## src/rv32_csr_pkg.sv

```systemverilog
package rv32_csr_pkg;

    // Supported CSR addresses.
    parameter logic [11:0] csr_misa      = 12'h301;
    parameter logic [11:0] csr_mscratch  = 12'h340;
    parameter logic [11:0] csr_cycle     = 12'hc00;
    parameter logic [11:0] csr_time      = 12'hc01;
    parameter logic [11:0] csr_instret   = 12'hc02;
    parameter logic [11:0] csr_cycleh    = 12'hc80;
    parameter logic [11:0] csr_timeh     = 12'hc81;
    parameter logic [11:0] csr_instreth  = 12'hc82;
    parameter logic [11:0] csr_mvendorid = 12'hf11;
    parameter logic [11:0] csr_marchid   = 12'hf12;
    parameter logic [11:0] csr_mimpid    = 12'hf13;
    parameter logic [11:0] csr_mhartid   = 12'hf14;

    // Write operations, equal to funct3[1:0] of the instruction.
    parameter logic [1:0] csr_op_rw = 2'b01;
    parameter logic [1:0] csr_op_rs = 2'b10;
    parameter logic [1:0] csr_op_rc = 2'b11;

    // Source of the write value.
    parameter logic csr_src_imm = 1'b0;
    parameter logic csr_src_reg = 1'b1;

    // MXL = 1 (XLEN 32) in bits 31:30, extension I in bit 8.
    parameter logic [31:0] misa_value = 32'b01_0000_00000000000000000100000000;

    parameter logic [6:0] opcode_system = 7'b1110011;

    // Wishbone word index, from wb_adr[3:2].
    parameter logic [1:0] wb_reg_operand = 2'd0;
    parameter logic [1:0] wb_reg_instr   = 2'd1;
    parameter logic [1:0] wb_reg_result  = 2'd2;
    parameter logic [1:0] wb_reg_status  = 2'd3;

endpackage

```

## src/csr_decode.sv

```systemverilog
`timescale 1ns/10ps

module csr_decode
    import rv32_csr_pkg::*;
(
    input  logic [31:0] instr,
    output logic [11:0] csr_addr,
    output logic [1:0]  write_op,
    output logic        src,
    output logic [31:0] imm_value,
    output logic        write_en,
    output logic        decode_illegal
);

    logic [6:0] opcode;
    logic [2:0] funct3;
    logic [4:0] rs1;
    logic       op_valid;

    assign opcode = instr[6:0];
    assign funct3 = instr[14:12];
    assign rs1    = instr[19:15];

    assign csr_addr  = instr[31:20];
    assign write_op  = funct3[1:0];
    assign imm_value = {27'b0, rs1}; // uimm lives in the rs1 field.

    // funct3[2] marks the immediate forms.
    assign src = funct3[2] ? csr_src_imm : csr_src_reg;

    // funct3 of 0 or 4 is not a CSR access.
    assign op_valid = (funct3[1:0] != 2'b00);

    always_comb begin
        case (write_op)
            csr_op_rw: write_en = 1'b1;
            csr_op_rs: write_en = (rs1 != 5'd0); // Set/clear with x0 or 0 only reads.
            csr_op_rc: write_en = (rs1 != 5'd0);
            default:   write_en = 1'b0;
        endcase
    end

    assign decode_illegal = (opcode != opcode_system) || !op_valid;

endmodule

```

## src/csr_counters.sv

```systemverilog
`timescale 1ns/10ps

module csr_counters (
    input  logic        clk,
    input  logic        rst,
    input  logic        instr_retired,
    input  logic        retire_csr,
    output logic [63:0] cycle,
    output logic [63:0] instret
);

    logic [63:0] retire_inc;

    // Both sources may retire in the same clock.
    assign retire_inc = 64'(instr_retired) + 64'(retire_csr);

    always_ff @(posedge clk) begin
        if (rst) begin
            cycle <= 64'd0;
        end else begin
            cycle <= cycle + 64'd1;
        end
    end

    always_ff @(posedge clk) begin
        if (rst) begin
            instret <= 64'd0;
        end else begin
            instret <= instret + retire_inc;
        end
    end

    instret_no_decrease: assert property (
        @(posedge clk) disable iff (rst)
        instret >= $past(instret)
    ) else $error("instret decreased outside reset");

endmodule

```

## src/csr_file.sv

```systemverilog
`timescale 1ns/10ps

module csr_file
    import rv32_csr_pkg::*;
#(
    parameter logic [31:0] hart_id = 32'd0
) (
    input  logic        clk,
    input  logic        rst,
    input  logic        exec,
    input  logic [11:0] csr_addr,
    input  logic [1:0]  write_op,
    input  logic        src,
    input  logic [31:0] imm_value,
    input  logic [31:0] operand,
    input  logic        write_en,
    input  logic        decode_illegal,
    input  logic [63:0] cycle,
    input  logic [63:0] instret,
    output logic [31:0] read_value,
    output logic        illegal
);

    logic [31:0] mscratch;
    logic [31:0] write_value;
    logic [31:0] new_value;
    logic        addr_known;
    logic        read_only;

    always_comb begin
        addr_known = 1'b1;
        case (csr_addr)
            csr_misa:      read_value = misa_value;
            csr_mscratch:  read_value = mscratch;
            csr_cycle:     read_value = cycle[31:0];
            csr_time:      read_value = cycle[31:0]; // No separate timer.
            csr_instret:   read_value = instret[31:0];
            csr_cycleh:    read_value = cycle[63:32];
            csr_timeh:     read_value = cycle[63:32];
            csr_instreth:  read_value = instret[63:32];
            csr_mvendorid: read_value = 32'd0;
            csr_marchid:   read_value = 32'd0;
            csr_mimpid:    read_value = 32'd0;
            csr_mhartid:   read_value = hart_id;
            default: begin
                read_value = 32'd0;
                addr_known = 1'b0;
            end
        endcase
    end

    assign write_value = (src == csr_src_imm) ? imm_value : operand;

    always_comb begin
        case (write_op)
            csr_op_rw: new_value = write_value;
            csr_op_rs: new_value = read_value | write_value;
            csr_op_rc: new_value = read_value & ~write_value;
            default:   new_value = read_value;
        endcase
    end

    // Addresses 0xc00 and up are read-only.
    assign read_only = (csr_addr[11:10] == 2'b11);

    assign illegal = decode_illegal || !addr_known || (write_en && read_only);

    // The counters stay read-only, mscratch is the only storage here.
    always_ff @(posedge clk) begin
        if (rst) begin
            mscratch <= 32'd0;
        end else if (exec && !decode_illegal && write_en && (csr_addr == csr_mscratch)) begin
            mscratch <= new_value;
        end
    end

    mscratch_hold_on_illegal: assert property (
        @(posedge clk) disable iff (rst)
        illegal |=> $stable(mscratch)
    ) else $error("mscratch changed by an illegal instruction");

endmodule

```

## src/csr_ctrl.sv

```systemverilog
`timescale 1ns/10ps

module csr_ctrl
    import rv32_csr_pkg::*;
(
    input  logic        clk,
    input  logic        rst,
    input  logic        wb_cyc,
    input  logic        wb_stb,
    input  logic        wb_we,
    input  logic [3:0]  wb_adr,
    input  logic [31:0] wb_dat_w,
    output logic [31:0] wb_dat_r,
    output logic        wb_ack,
    input  logic [31:0] read_value,
    input  logic        illegal,
    output logic [31:0] instr,
    output logic [31:0] operand,
    output logic        exec,
    output logic        retire_csr
);

    typedef enum logic [1:0] {
        st_idle,
        st_exec,
        st_ack
    } state_t;

    state_t      state;
    logic [31:0] result;
    logic        status;
    logic [1:0]  reg_sel;
    logic        request;

    assign reg_sel = wb_adr[3:2];
    assign request = wb_cyc && wb_stb;

    always_ff @(posedge clk) begin
        if (rst) begin
            state <= st_idle;
        end else begin
            case (state)
                st_idle: begin
                    if (request) begin
                        if (wb_we && (reg_sel == wb_reg_instr)) begin
                            state <= st_exec; // Instruction needs a cycle to run.
                        end else begin
                            state <= st_ack;
                        end
                    end
                end
                st_exec: state <= st_ack;
                default: state <= st_idle;
            endcase
        end
    end

    always_ff @(posedge clk) begin
        if (rst) begin
            operand <= 32'd0;
            instr   <= 32'd0;
        end else if (state == st_idle && request && wb_we) begin
            if (reg_sel == wb_reg_operand) begin
                operand <= wb_dat_w;
            end
            if (reg_sel == wb_reg_instr) begin
                instr <= wb_dat_w;
            end
        end
    end

    // Result and flag are taken while the instruction executes.
    always_ff @(posedge clk) begin
        if (rst) begin
            result <= 32'd0;
            status <= 1'b0;
        end else if (exec) begin
            result <= illegal ? 32'd0 : read_value;
            status <= illegal;
        end
    end

    assign exec       = (state == st_exec);
    assign retire_csr = exec && !illegal;
    assign wb_ack     = (state == st_ack);

    always_comb begin
        case (reg_sel)
            wb_reg_operand: wb_dat_r = operand;
            wb_reg_instr:   wb_dat_r = instr;
            wb_reg_result:  wb_dat_r = result;
            default:        wb_dat_r = {31'd0, status};
        endcase
    end

    ack_within_cycle: assert property (
        @(posedge clk) disable iff (rst)
        wb_ack |-> (wb_cyc && wb_stb)
    ) else $error("wb_ack outside an active bus cycle");

endmodule

```

## src/csr_unit_top.sv

```systemverilog
`timescale 1ns/10ps

module csr_unit_top #(
    parameter logic [31:0] hart_id = 32'd0
) (
    input  logic        clk,
    input  logic        rst,
    input  logic        wb_cyc,
    input  logic        wb_stb,
    input  logic        wb_we,
    input  logic [3:0]  wb_adr,
    input  logic [31:0] wb_dat_w,
    output logic [31:0] wb_dat_r,
    output logic        wb_ack,
    input  logic        instr_retired
);

    logic [31:0] instr;
    logic [31:0] operand;
    logic        exec;
    logic        retire_csr;
    logic [11:0] csr_addr;
    logic [1:0]  write_op;
    logic        src;
    logic [31:0] imm_value;
    logic        write_en;
    logic        decode_illegal;
    logic [63:0] cycle;
    logic [63:0] instret;
    logic [31:0] read_value;
    logic        illegal;

    csr_ctrl u_csr_ctrl (
        .clk        (clk),
        .rst        (rst),
        .wb_cyc     (wb_cyc),
        .wb_stb     (wb_stb),
        .wb_we      (wb_we),
        .wb_adr     (wb_adr),
        .wb_dat_w   (wb_dat_w),
        .wb_dat_r   (wb_dat_r),
        .wb_ack     (wb_ack),
        .read_value (read_value),
        .illegal    (illegal),
        .instr      (instr),
        .operand    (operand),
        .exec       (exec),
        .retire_csr (retire_csr)
    );

    csr_decode u_csr_decode (
        .instr          (instr),
        .csr_addr       (csr_addr),
        .write_op       (write_op),
        .src            (src),
        .imm_value      (imm_value),
        .write_en       (write_en),
        .decode_illegal (decode_illegal)
    );

    csr_file #(
        .hart_id (hart_id)
    ) u_csr_file (
        .clk            (clk),
        .rst            (rst),
        .exec           (exec),
        .csr_addr       (csr_addr),
        .write_op       (write_op),
        .src            (src),
        .imm_value      (imm_value),
        .operand        (operand),
        .write_en       (write_en),
        .decode_illegal (decode_illegal),
        .cycle          (cycle),
        .instret        (instret),
        .read_value     (read_value),
        .illegal        (illegal)
    );

    csr_counters u_csr_counters (
        .clk           (clk),
        .rst           (rst),
        .instr_retired (instr_retired),
        .retire_csr    (retire_csr),
        .cycle         (cycle),
        .instret       (instret)
    );

endmodule

```

## config.mk

```make
export PLATFORM = sky130hd
export DESIGN_NAME = csr_unit_top
export DESIGN_NICKNAME = d
export VERILOG_FILES = /design/src/rv32_csr_pkg.sv /design/src/csr_decode.sv /design/src/csr_counters.sv /design/src/csr_file.sv /design/src/csr_ctrl.sv /design/src/csr_unit_top.sv
export SDC_FILE = /design/constraint.sdc
export NUM_CORES = 1
export LEC_CHECK = 0
export ABC_CLOCK_PERIOD_IN_PS = 4000
export BUFFER_PORTS_ARGS = -buffer_cell sky130_fd_sc_hd__buf_2
export CORE_ASPECT_RATIO = 0.75
export CORE_MARGIN = 4
export CORE_UTILIZATION = 45
export CTS_BUF_LIST = sky130_fd_sc_hd__clkbuf_2
export DETAILED_ROUTE_END_ITERATION = 8
export MAX_ROUTING_LAYER = met4
export SETUP_SLACK_MARGIN = 0.5
export SLEW_MARGIN = 20
export SYNTH_ARGS = -nofsm -noshare
export SYNTH_HDL_FRONTEND = slang
export SYNTH_HIERARCHICAL = 1
export SYNTH_SLANG_ARGS = --single-unit
```

## constraint.sdc

```tcl
create_clock -name clk -period 4 [get_ports clk]
set_input_delay 0 -clock clk [delete_from_list [all_inputs] [get_ports clk]]
set_output_delay 0 -clock clk [all_outputs]
set_load 0.005 [all_outputs]
```

==> metrics.txt, run 1 <==
status=finished clean; GP Congestion=0.901; GRT Overall Usage=28.4%; peak supply drop=0.197 mV; Die Width=222 um; Setup crit start kind=register; Max-slew headroom=29.6%; clock skew=0.113 ns; 1st-iter DRT viols=1750; RSZ-0062 raised after global routing=true; Rows=58; I/O Buffers=72; reg2reg start=u_csr_ctrl/instr[22]; global route overflow=0; EDFF count, synth=0; Avg Inst Size Synth=8.06 sq um; min Tclk post-route=3.54 ns; die area=0.0376 sq mm; largest net degree at the start of global routing=167; vias in the first global route=14469; clock root buffer=clkbuf_2; top post-synthesis cells by area=dfxtp_1 33%, mux2i_1 7.1%, o21ai_0 4.3%; Clock Path Buffers=3; area delta synth->final=14.3%; Ys Warns=6; Min-Delay Startpoint=wb_adr[3]; Worst-Skew Late Latency=0.97 ns; final setup vio count=0; DRC=0; H-tree depth=3; layout cell share with drive strength beyond 1=16.0%; Tightest Pin Transition=1.05 ns; FMAX=283 MHz; first-pass GRT wire length=83000 um; #FFs+latches synth=259; Final Hold Fails=0; Layout Nets=2110; Die Ht=169 um; Worst Path Max Fanout=7; final wirelength=53200 um; Synth Instances=1927; initial antenna violation count=2; crit path from=u_csr_ctrl/instr[22]; CP Class=register to register; num ports=75; top-area cell type share of the netlist area=33.4%; Initial Utilization=46.0%; register area share after synthesis=33.4%; CP endpoint kind=register; Static Leak=0.00643 uW; CTS tree=built; cell area power density=278 mW/mm^2; Avg Vias per Cell=5.99; CP Data Required Time=4.83 ns; Final ANT Viol Nets=0; Synth Flop Type=dfxtp_1; fin. max-slew vios=0; leading area contributor after synthesis=dfxtp_1; count of cell types in the netlist=75; via total after detailed routing=15335; Clk pin slew, worst setup/hold paths=0.12 ns; DR WL/cell=20.8 um; Async SR Flop Fraction=0%; Num Clock Sinks=259; Hold Crit Class=primary input to register; cts bufs inserted=69; Fin Setup TNS=0 ns; cell area after synthesis=0.0155 sq mm; worst hold margin=0.350 ns; Max-Cap Viols=0; Placeable Area=0.0337 sq mm; hpwl dp=35900 um; Final period util=88.4%; Pre-antenna DRT Iters=5; critical path data arrival time=4.37 ns
-- routing by layer --
layer	part of all wire, %	vias up	global-route usage [%]
li1	-	7201	-
met1	47	7329	41.1
met2	41	676	39.5
met3	9.0	129	5.93
met4	2.9	0	9.27
met5	0	-	-
-- synthesized netlist by cell type, drive strengths merged (3+ instances only) --
master  instances
nor3b           3
a21oi         105
and3b          15
nand4          57
o211ai         14
or4            25
a211oi         39
and3           10
a22oi           3
dfxtp         259
o31ai          31
nand3b         35
o21ai         150
and2            9
a221oi          9
and4           12
o22ai          31
a32o            7
nand2b         69
xnor2          41
a22o           13
mux2i         110
clkbuf         88
nor3           23
buf            91
nor4b           4
a31oi          16
o32ai           9
o21bai          4
nand3          88
nor4           31
or3            35
or2            28
nor2b          68
nand2         153
nor2          152
inv            25
xor2           41
-- final timing paths --
kind                           endpoint  slack [ns]  cells past startpoint
max          u_csr_counters/instret[36]        0.46                     18
max reg2reg  u_csr_counters/instret[36]        0.46                     18
min                 u_csr_ctrl/state[1]        0.35                      5
min reg2reg       u_csr_ctrl/result[18]        0.46                      2
-- worst max-delay path: stages (launching register included) --
cell and delay, ns:
dfxtp_4 0.38, buf_6 0.12, nor4_4 0.31, nand2_1 0.13, a21oi_1 0.14, a31o_2 0.15, o41ai_4 0.06, nor2_1 0.14
inv_2 0.08, fa_2 0.36, inv_2 0.07, ha_4 0.12, nand4_1 0.20, nor4_4 0.21, buf_4 0.20, nand3b_1 0.12
buf_6 0.17, or3_4 0.32, a21oi_2 0.13
-- cell usage in the layout (no fill, tap or decap), drive strengths merged, types with 16 or more instances in the layout --
master       instances
clkbuf              99
xor2                41
o22ai               31
o21ai              150
nor2b               68
buf                130
dfxtp              259
nor4                31
conb                27
dlygate4sd3         89
nand3               88
a21oi              105
or3                 35
a211oi              39
a31oi               16
xnor2               41
nand2              153
nor2               152
nand3b              35
o31ai               31
mux2i              110
or4                 25
nand2b              69
inv                 24
or2                 28
nor3                23
nand4               57
-- metrics by stage --
step	total power (uW)	util, %	setup slack [ns]	cells	area, sq um
2_1_floorplan	2840	-	0.116	1953	15700
3_3_place_gp	2910	47.5	0.152	2340	16000
3_5_place_dp	2910	47.5	0.173	2340	16000
4_1_cts	4960	52.4	0.425	2550	17700
5_1_grt	5120	52.6	0.314	2558	17700
6_report	4930	52.6	0.462	2558	17700
-- power breakdown --
| part | switching (uW) | internal [uW] |
|---|---|---|
| clock network | 1160 | 837 |
| logic | 186 | 139 |
| registers | 15.4 | 2590 |
| total | 1360 | 3560 |
-- sequential cells by signal (all words and copies together) (netlist names) --
signal and flops:
u_csr_counters/instret 64, u_csr_ctrl/status 1, u_csr_ctrl/result 32, u_csr_file/mscratch 32
u_csr_ctrl/state 2, u_csr_ctrl/instr 32, u_csr_ctrl/operand 32, u_csr_counters/cycle 64
-- cell type report --
class / count / area [sq um]
diodes: 2 / 5.00
clock buffers: 98 / 490
clock inverters: 14 / 134
fillers: 3243 / 16000
inverters: 26 / 97.6
multi-input cells: 1489 / 9510
flip-flops and latches: 259 / 5210
well taps: 450 / 563
repair buffers: 220 / 1740
-- what timing repair did --
item | CTS | global route
endpoints found under the hold margin | 143 | 0
hold buffers | 89 | 0
setup endpoints to repair | 30 | 32
setup buffers | 9 | 6
resized for setup | 23 | 10
cloned | 0 | 0
pin swaps | 8 | 8
-- kinds of logic (layout without fill, tap and decap cells) --
logic type,Yosys count,after routing,share of synthesized area (%)
AO/OA/AOI/OAI,440,440,17.3
buffers and inverters,205,358,6.88
adder cells (fa/ha/maj),3,3,0.290
other,1,29,0.0242
AND/OR/NAND/NOR,824,824,30.1
flip-flops,259,259,33.4
multiplexers,113,113,7.38
XOR/XNOR,82,82,4.63
No activity file was read; power rests on OpenSTA's default activity.
==> run 2, diff against run 1 <==
GPL_ROUTABILITY_DRIVEN = 0   (was unset)
GPL_TIMING_DRIVEN = 0   (was unset)
SETUP_SLACK_MARGIN = unset   (was 0.5)
==> metrics.txt, run 2 (synthesis results as in run 1) <==
Worst Hold Path EP=u_csr_file/mscratch[18]; Fin Setup TNS=0 ns (unchanged); final wirelength=59900 um (+13%); Worst-Skew Late Latency=0.98 ns (about the same); Setup crit start kind=register; delay-heaviest family, CP=simple AND/OR/NAND/NOR gates; DRC=0 (unchanged); cell area power density=262 mW/mm^2 (-5.6%); CP Data Required Time=4.83 ns (about the same); final setup vio count=0 (unchanged); Pre-antenna DRT Iters=8 (+3); Top Registers=u_csr_counters/cycle: 64 flops, u_csr_counters/instret: 64 flops; Tightest Pin Transition=1.12 ns (+0.0621 ns); Die Ht=169 um (unchanged); reg2reg end=u_csr_counters/instret[38]; flop-to-flop setup slack=0.11 ns (-0.35 ns); internal power=3500 uW (-1.9%); Max-Cap Viols=0 (unchanged); global route overflow=0 (unchanged); Hold Crit Class=primary input to register; cts bufs inserted=71 (+2.9%); Die Width=222 um (unchanged); Seq pwr share=52.8% (about the same); area delta synth->final=21.2%; Final WS setup=0.112 ns (-0.351 ns); first-pass GRT wire length=89600 um (+8.0%); Final period util=97.2% (+8.8 points); reg2reg start=u_csr_ctrl/instr[13]; status=finished clean; min Tclk post-route=3.89 ns (+0.351 ns); Rows=58 (unchanged); hpwl dp=43800 um (+22%); peak per-stage delay on the critical path=0.59 ns (+0.21 ns); Final ANT Viol Nets=0 (unchanged); P_sw=1430 uW (+5.3%); peak supply drop=0.209 mV (+5.9%); Min-Delay Path Depth=4 (-1); vias in the first global route=14757 (+2.0%); Final Hold Fails=0 (unchanged); cells on worst reg2reg path=17 (-1); GRT Overall Usage=31.5% (+3.1 points); Clock Path Buffers=3 (unchanged); CP cell instances=nor2_1 > or4_4 > a31oi_4 > o41ai_4 > nor2_1 > inv_2 > fa_2 > inv_2 > ha_4 > nand4_1 > nor4_4 > buf_4 > buf_6 > nand3b_1 > buf_6 > or3_4 > a21oi_2; 1st-iter DRT viols=2182 (+25%); critical path data arrival time=4.72 ns (+0.35 ns); Inst Count DP=2473 (+5.7%); FMAX=257 MHz (-9.0%); critical path's slowest cell=or4_4; layout cell share with drive strength beyond 1=18.9% (+2.9 points); Clk pin slew, worst setup/hold paths=0.12 ns (about the same); Cell Area, Placed=0.0166 sq mm (+3.3%); design area=0.0188 sq mm (+6.0%); Worst Path Max Fanout=6 (-1); H-tree depth=3 (unchanged); Static Leak=0.00701 uW (+9.0%); DR WL/cell=21.9 um (+5.5%); crit path buf inv count=5 (unchanged); clock skew=0.0865 ns (-0.0267 ns); I/O Buffers=70 (-2.8%); CTS tree=built; Layout Utilization=55.8% (+3.2 points); Placeable Area=0.0337 sq mm (unchanged); Net Sw Frac=29.1% (+1.4 points); Max-slew headroom=25.0% (-4.6 points); via total after detailed routing=16513 (+7.7%); most frequent cells in the layout=243 x dfxtp_1, 150 x nor2_1, 148 x nand2_1; Initial Utilization=46.0% (unchanged); clock share of power=39.4% (-1.1 points); CP endpoint kind=register; largest net degree at the start of global routing=20 (-88%); commonest non-fill, non-tap cell in the layout=dfxtp_1; Num Clock Sinks=259 (unchanged); fin. max-slew vios=0 (unchanged); Min-Delay Startpoint=rst; Logic pwr share=7.8% (+1.2 points); initial antenna violation count=2 (unchanged); fin cells=2732 (+6.8%); Layout Nets=2280 (+8.1%); RSZ-0062 raised after global routing=true; Setup WS pre-CTS=-1.46 ns (-1.63 ns); die area=0.0376 sq mm (unchanged); clock root buffer=clkbuf_2; Avg Vias per Cell=6.04 (+0.82%); CP Class=register to register; num ports=75 (unchanged)
==> run 2: cell count changes in the layout (fill, tap and decap cells not counted), sizes merged <==
cell         previous run  this run
clkbuf                 99       186
buf                   130       206
dlygate4sd3            89        99
inv                    24        28
bufinv                  3         1
clkinv                 13        12
==> run 2: how the worst max path moves through the flow <==
| stage | startpoint | endpoint | slack (ns) | depth (start not counted) |
|---|---|---|---|---|
| floorplan | u_csr_ctrl/instr[22] | u_csr_counters/instret[62] | 0.03 | 19 |
| global placement | u_csr_ctrl/instr[27] | u_csr_counters/instret[37] | -1.38 | 21 |
| detailed placement | u_csr_ctrl/instr[27] | u_csr_counters/instret[37] | -1.46 | 21 |
| CTS | u_csr_ctrl/instr[24] | u_csr_counters/instret[36] | 0.002 | 19 |
| global route | u_csr_ctrl/instr[3] | u_csr_counters/instret[38] | -0.08 | 17 |
| finish | u_csr_ctrl/instr[13] | u_csr_counters/instret[38] | 0.11 | 17 |
==> run 2: repair_timing <==
item,in CTS,in global routing
hold buffers,99,0
endpoints found under the setup margin,62,24
resized for setup,45,66
hold endpoints to repair,110,0
pin swaps,9,22
setup buffers,22,30
==> run 2: tightest hold or removal path: cells and delay by family <==
family	cells	cell delay, ns
compound gates	1	0.16
buf+inv	2	0.83
simple gates	1	0.05
==> run 2: metrics by stage <==
stage                     power, uW  hold slack (ns)
after CTS                      4940          0.00336
after floorplan                2840            0.167
after detailed placement       2950            0.295
final                          4930            0.122
after global routing           5130           0.0869
after global placement         2950            0.291
==> run 2: layer usage <==
layer / track usage [%] / routed length [um] / up-vias
li1: - / - / 7562
met1: 46.5 / 27400 / 7872
met2: 40.9 / 23400 / 941
met3: 9.28 / 7540 / 138
met4: 9.19 / 1570 / 0
met5: - / 0 / -
==> run 2: area by class of cell <==
type	instances	area [sq um]
diodes	2	5.00
plain buffers	167	991
inverters	26	97.6
well taps	450	563
fillers	3203	14900
repair buffers	221	1750
clock buffers	103	515
clock inverters	15	82.6
flip-flops and latches	259	5210
multi-input cells	1489	9610
==> run 2: power by group through the flow <==
stage	registers [uW]	logic (uW)	clock network, uW
floorplan	2660	186	0
CTS	2600	359	1970
detailed placement	2660	287	0
finish	2610	384	1940
global placement	2660	284	0
global route	2610	404	2110
==> run 3, diff against run 2 <==
CTS_BUF_LIST = unset   (was sky130_fd_sc_hd__clkbuf_2)
==> metrics.txt, run 3 (synthesis results as in run 1) <==
status=finished clean; Clk pin slew, worst setup/hold paths=0.06 ns (-0.06 ns); Final ANT Viol Nets=0 (unchanged); commonest non-fill, non-tap cell in the layout=dfxtp_1; FF+latch area=0.00520 sq mm (about the same); via total after detailed routing=15815 (-4.2%); clock skew=0.0225 ns (-0.0639 ns); Setup crit start kind=register; Worst-Skew Late Latency=0.57 ns (-0.41 ns); reg2reg end=u_csr_counters/instret[34]; Pre-antenna DRT Iters=5 (-3); Top Registers=u_csr_counters/cycle: 64 flops, u_csr_counters/instret: 64 flops; Logic pwr share=6.2% (-1.6 points); layout cell share with drive strength beyond 1=16.5% (-2.5 points); H-tree depth=1 (-2); GRT Overall Usage=30.0% (-1.5 points); Avg Vias per Cell=6.07 (+0.37%); crit path buf inv count=5 (unchanged); min Tclk post-route=3.84 ns (-0.0467 ns); critical path's slowest cell=or4_4; Layout Nets=2181 (-4.3%); most frequent cells in the layout=247 x dfxtp_1, 150 x nor2_1, 149 x nand2_1; FMAX=260 MHz (+1.2%); internal power=4170 uW (+19%); Clock Path Buffers=3 (unchanged); cells on worst reg2reg path=17 (unchanged); CP Data Required Time=4.48 ns (-0.35 ns); critical path data arrival time=4.32 ns (-0.40 ns); reg2reg start=u_csr_ctrl/instr[13]; CTS tree=built; fin cells=2607 (-4.6%); Seq pwr share=47.3% (-5.5 points); Final Hold Fails=0 (unchanged); initial antenna violation count=1 (-1); peak supply drop=0.275 mV (+31%); Tightest Pin Transition=1.18 ns (+0.0631 ns); DR WL/cell=22.0 um (+0.49%); RSZ-0062 raised after global routing=true; CP endpoint kind=register; hpwl dp=43800 um (unchanged); Max-slew headroom=20.8% (-4.2 points); DRC=0 (unchanged); P_sw=1340 uW (-6.8%); cts bufs inserted=28 (-61%); clock root buffer=clkbuf_16; flop-to-flop setup slack=0.16 ns (+0.05 ns); Multi-input gate area=0.00957 sq mm (-0.40%); first-pass GRT wire length=86200 um (-3.8%); final setup vio count=0 (unchanged); peak per-stage delay on the critical path=0.58 ns (about the same); 1st-iter DRT viols=2234 (+2.4%); Max-Cap Viols=0 (unchanged); Die Width=222 um (unchanged); Worst Hold Path EP=u_csr_ctrl/operand[0]; largest net degree at the start of global routing=20 (unchanged); CP cell instances=nor2_1 > or4_4 > a31oi_4 > o41ai_4 > nor2_1 > inv_2 > fa_2 > inv_2 > ha_4 > nand4_1 > nor4_4 > buf_4 > buf_4 > nand3b_1 > buf_6 > or3_1 > a21oi_1; Inst Count DP=2473 (unchanged); I/O Buffers=70 (unchanged); Min-Delay Startpoint=wb_we; cell area power density=298 mW/mm^2 (+14%); area delta synth->final=19.2%; Final period util=96.0% (-1.2 points); num ports=75 (unchanged); Static Leak=0.00671 uW (-4.2%); delay-heaviest family, CP=simple AND/OR/NAND/NOR gates; fin. max-slew vios=0 (unchanged); CP Class=register to register; Min-Delay Path Depth=4 (unchanged); Initial Utilization=46.0% (unchanged); die area=0.0376 sq mm (unchanged); Num Clock Sinks=259 (unchanged); clock share of power=46.5% (+7.1 points); final wirelength=57400 um (-4.1%); global route overflow=0 (unchanged); crit path from=u_csr_ctrl/instr[13]; total power=5510 uW (+12%); Worst Path Max Fanout=6 (unchanged); Filler cells=3171 (-1.0%); Die Ht=169 um (unchanged); vias in the first global route=13934 (-5.6%); Net Sw Frac=24.3% (-4.8 points); Rows=58 (unchanged); Placeable Area=0.0337 sq mm (unchanged); Hold Crit Class=primary input to register
[run 3: changes by cell type in the layout (fill, tap and decap cells not counted), moves of 6 or more]
cell / previous run / this run
clkbuf_16: 0 / 29
clkinv_2: 0 / 6
clkbuf_1: 79 / 86
clkbuf_2: 106 / 3
dlygate4sd3_1: 99 / 41
clkinv_1: 12 / 1
[run 3: metal layers]
metal  vias to the layer above  wire [um]  GRT usage (%)
met5                         -          0              -
met4                         0       1240           5.95
met3                        93       6270           6.92
met2                       785      22500           39.6
met1                      7615      27400           46.2
li1                       7322          -              -
[run 3: how the worst max path moves through the flow]
stage / end / cells past startpoint
6_report: u_csr_counters/instret[34] / 17
5_1_grt: u_csr_counters/instret[54] / 19
4_1_cts: u_csr_counters/instret[36] / 19
3_5_place_dp: u_csr_counters/instret[37] / 21
3_3_place_gp: u_csr_counters/instret[37] / 21
2_1_floorplan: u_csr_counters/instret[62] / 19
[run 3: worst reg2reg max path, delay by kind of cell, from the launching register on]
family	cells	cell delay, ns
compound gates	3	0.52
fa+ha+maj	2	0.54
buf+inv	5	0.65
flops	1	0.38
simple gates	7	1.67
[run 3: layout make-up]
type	count	area share [%]
Antenna cell	1	0.0135
Buffer	169	5.53
Clock buffer	39	4.29
Clock inverter	11	0.487
Inverter	26	0.528
Multi-Input combinational cell	1489	51.7
Sequential cell	259	28.1
Tap cell	450	3.04
Timing Repair Buffer	163	6.26
[run 3: repair_timing]
action	in CTS	in global routing
buffers inserted	23	29
gates resized for setup	44	56
setup endpoints to repair	62	25
endpoints found under the hold margin	69	0
hold buffers	41	0
pin swaps	10	20
[run 3: stage by stage]
step           utilization, %  instance area, sq um  hold slack, ns  TNS, ns  setup slack (ns)
3_3_place_gp             49.1                 16600           0.291   -40.14             -1.38
2_1_floorplan               -                 15600           0.167        0            0.0285
6_report                 54.8                 18500           0.208        0             0.158
3_5_place_dp             49.1                 16600           0.295   -41.59             -1.46
5_1_grt                  54.8                 18500           0.219  -0.0366           -0.0245
4_1_cts                  53.8                 18100           0.128        0           0.00960
[run 3: power groups by stage]
stage               clock [uW]  sequential, uW  combinational, uW
floorplan                    0            2660                186
global placement             0            2660                284
detailed placement           0            2660                287
CTS                       2610            2610                323
global route              2700            2610                363
finish                    2560            2610                342
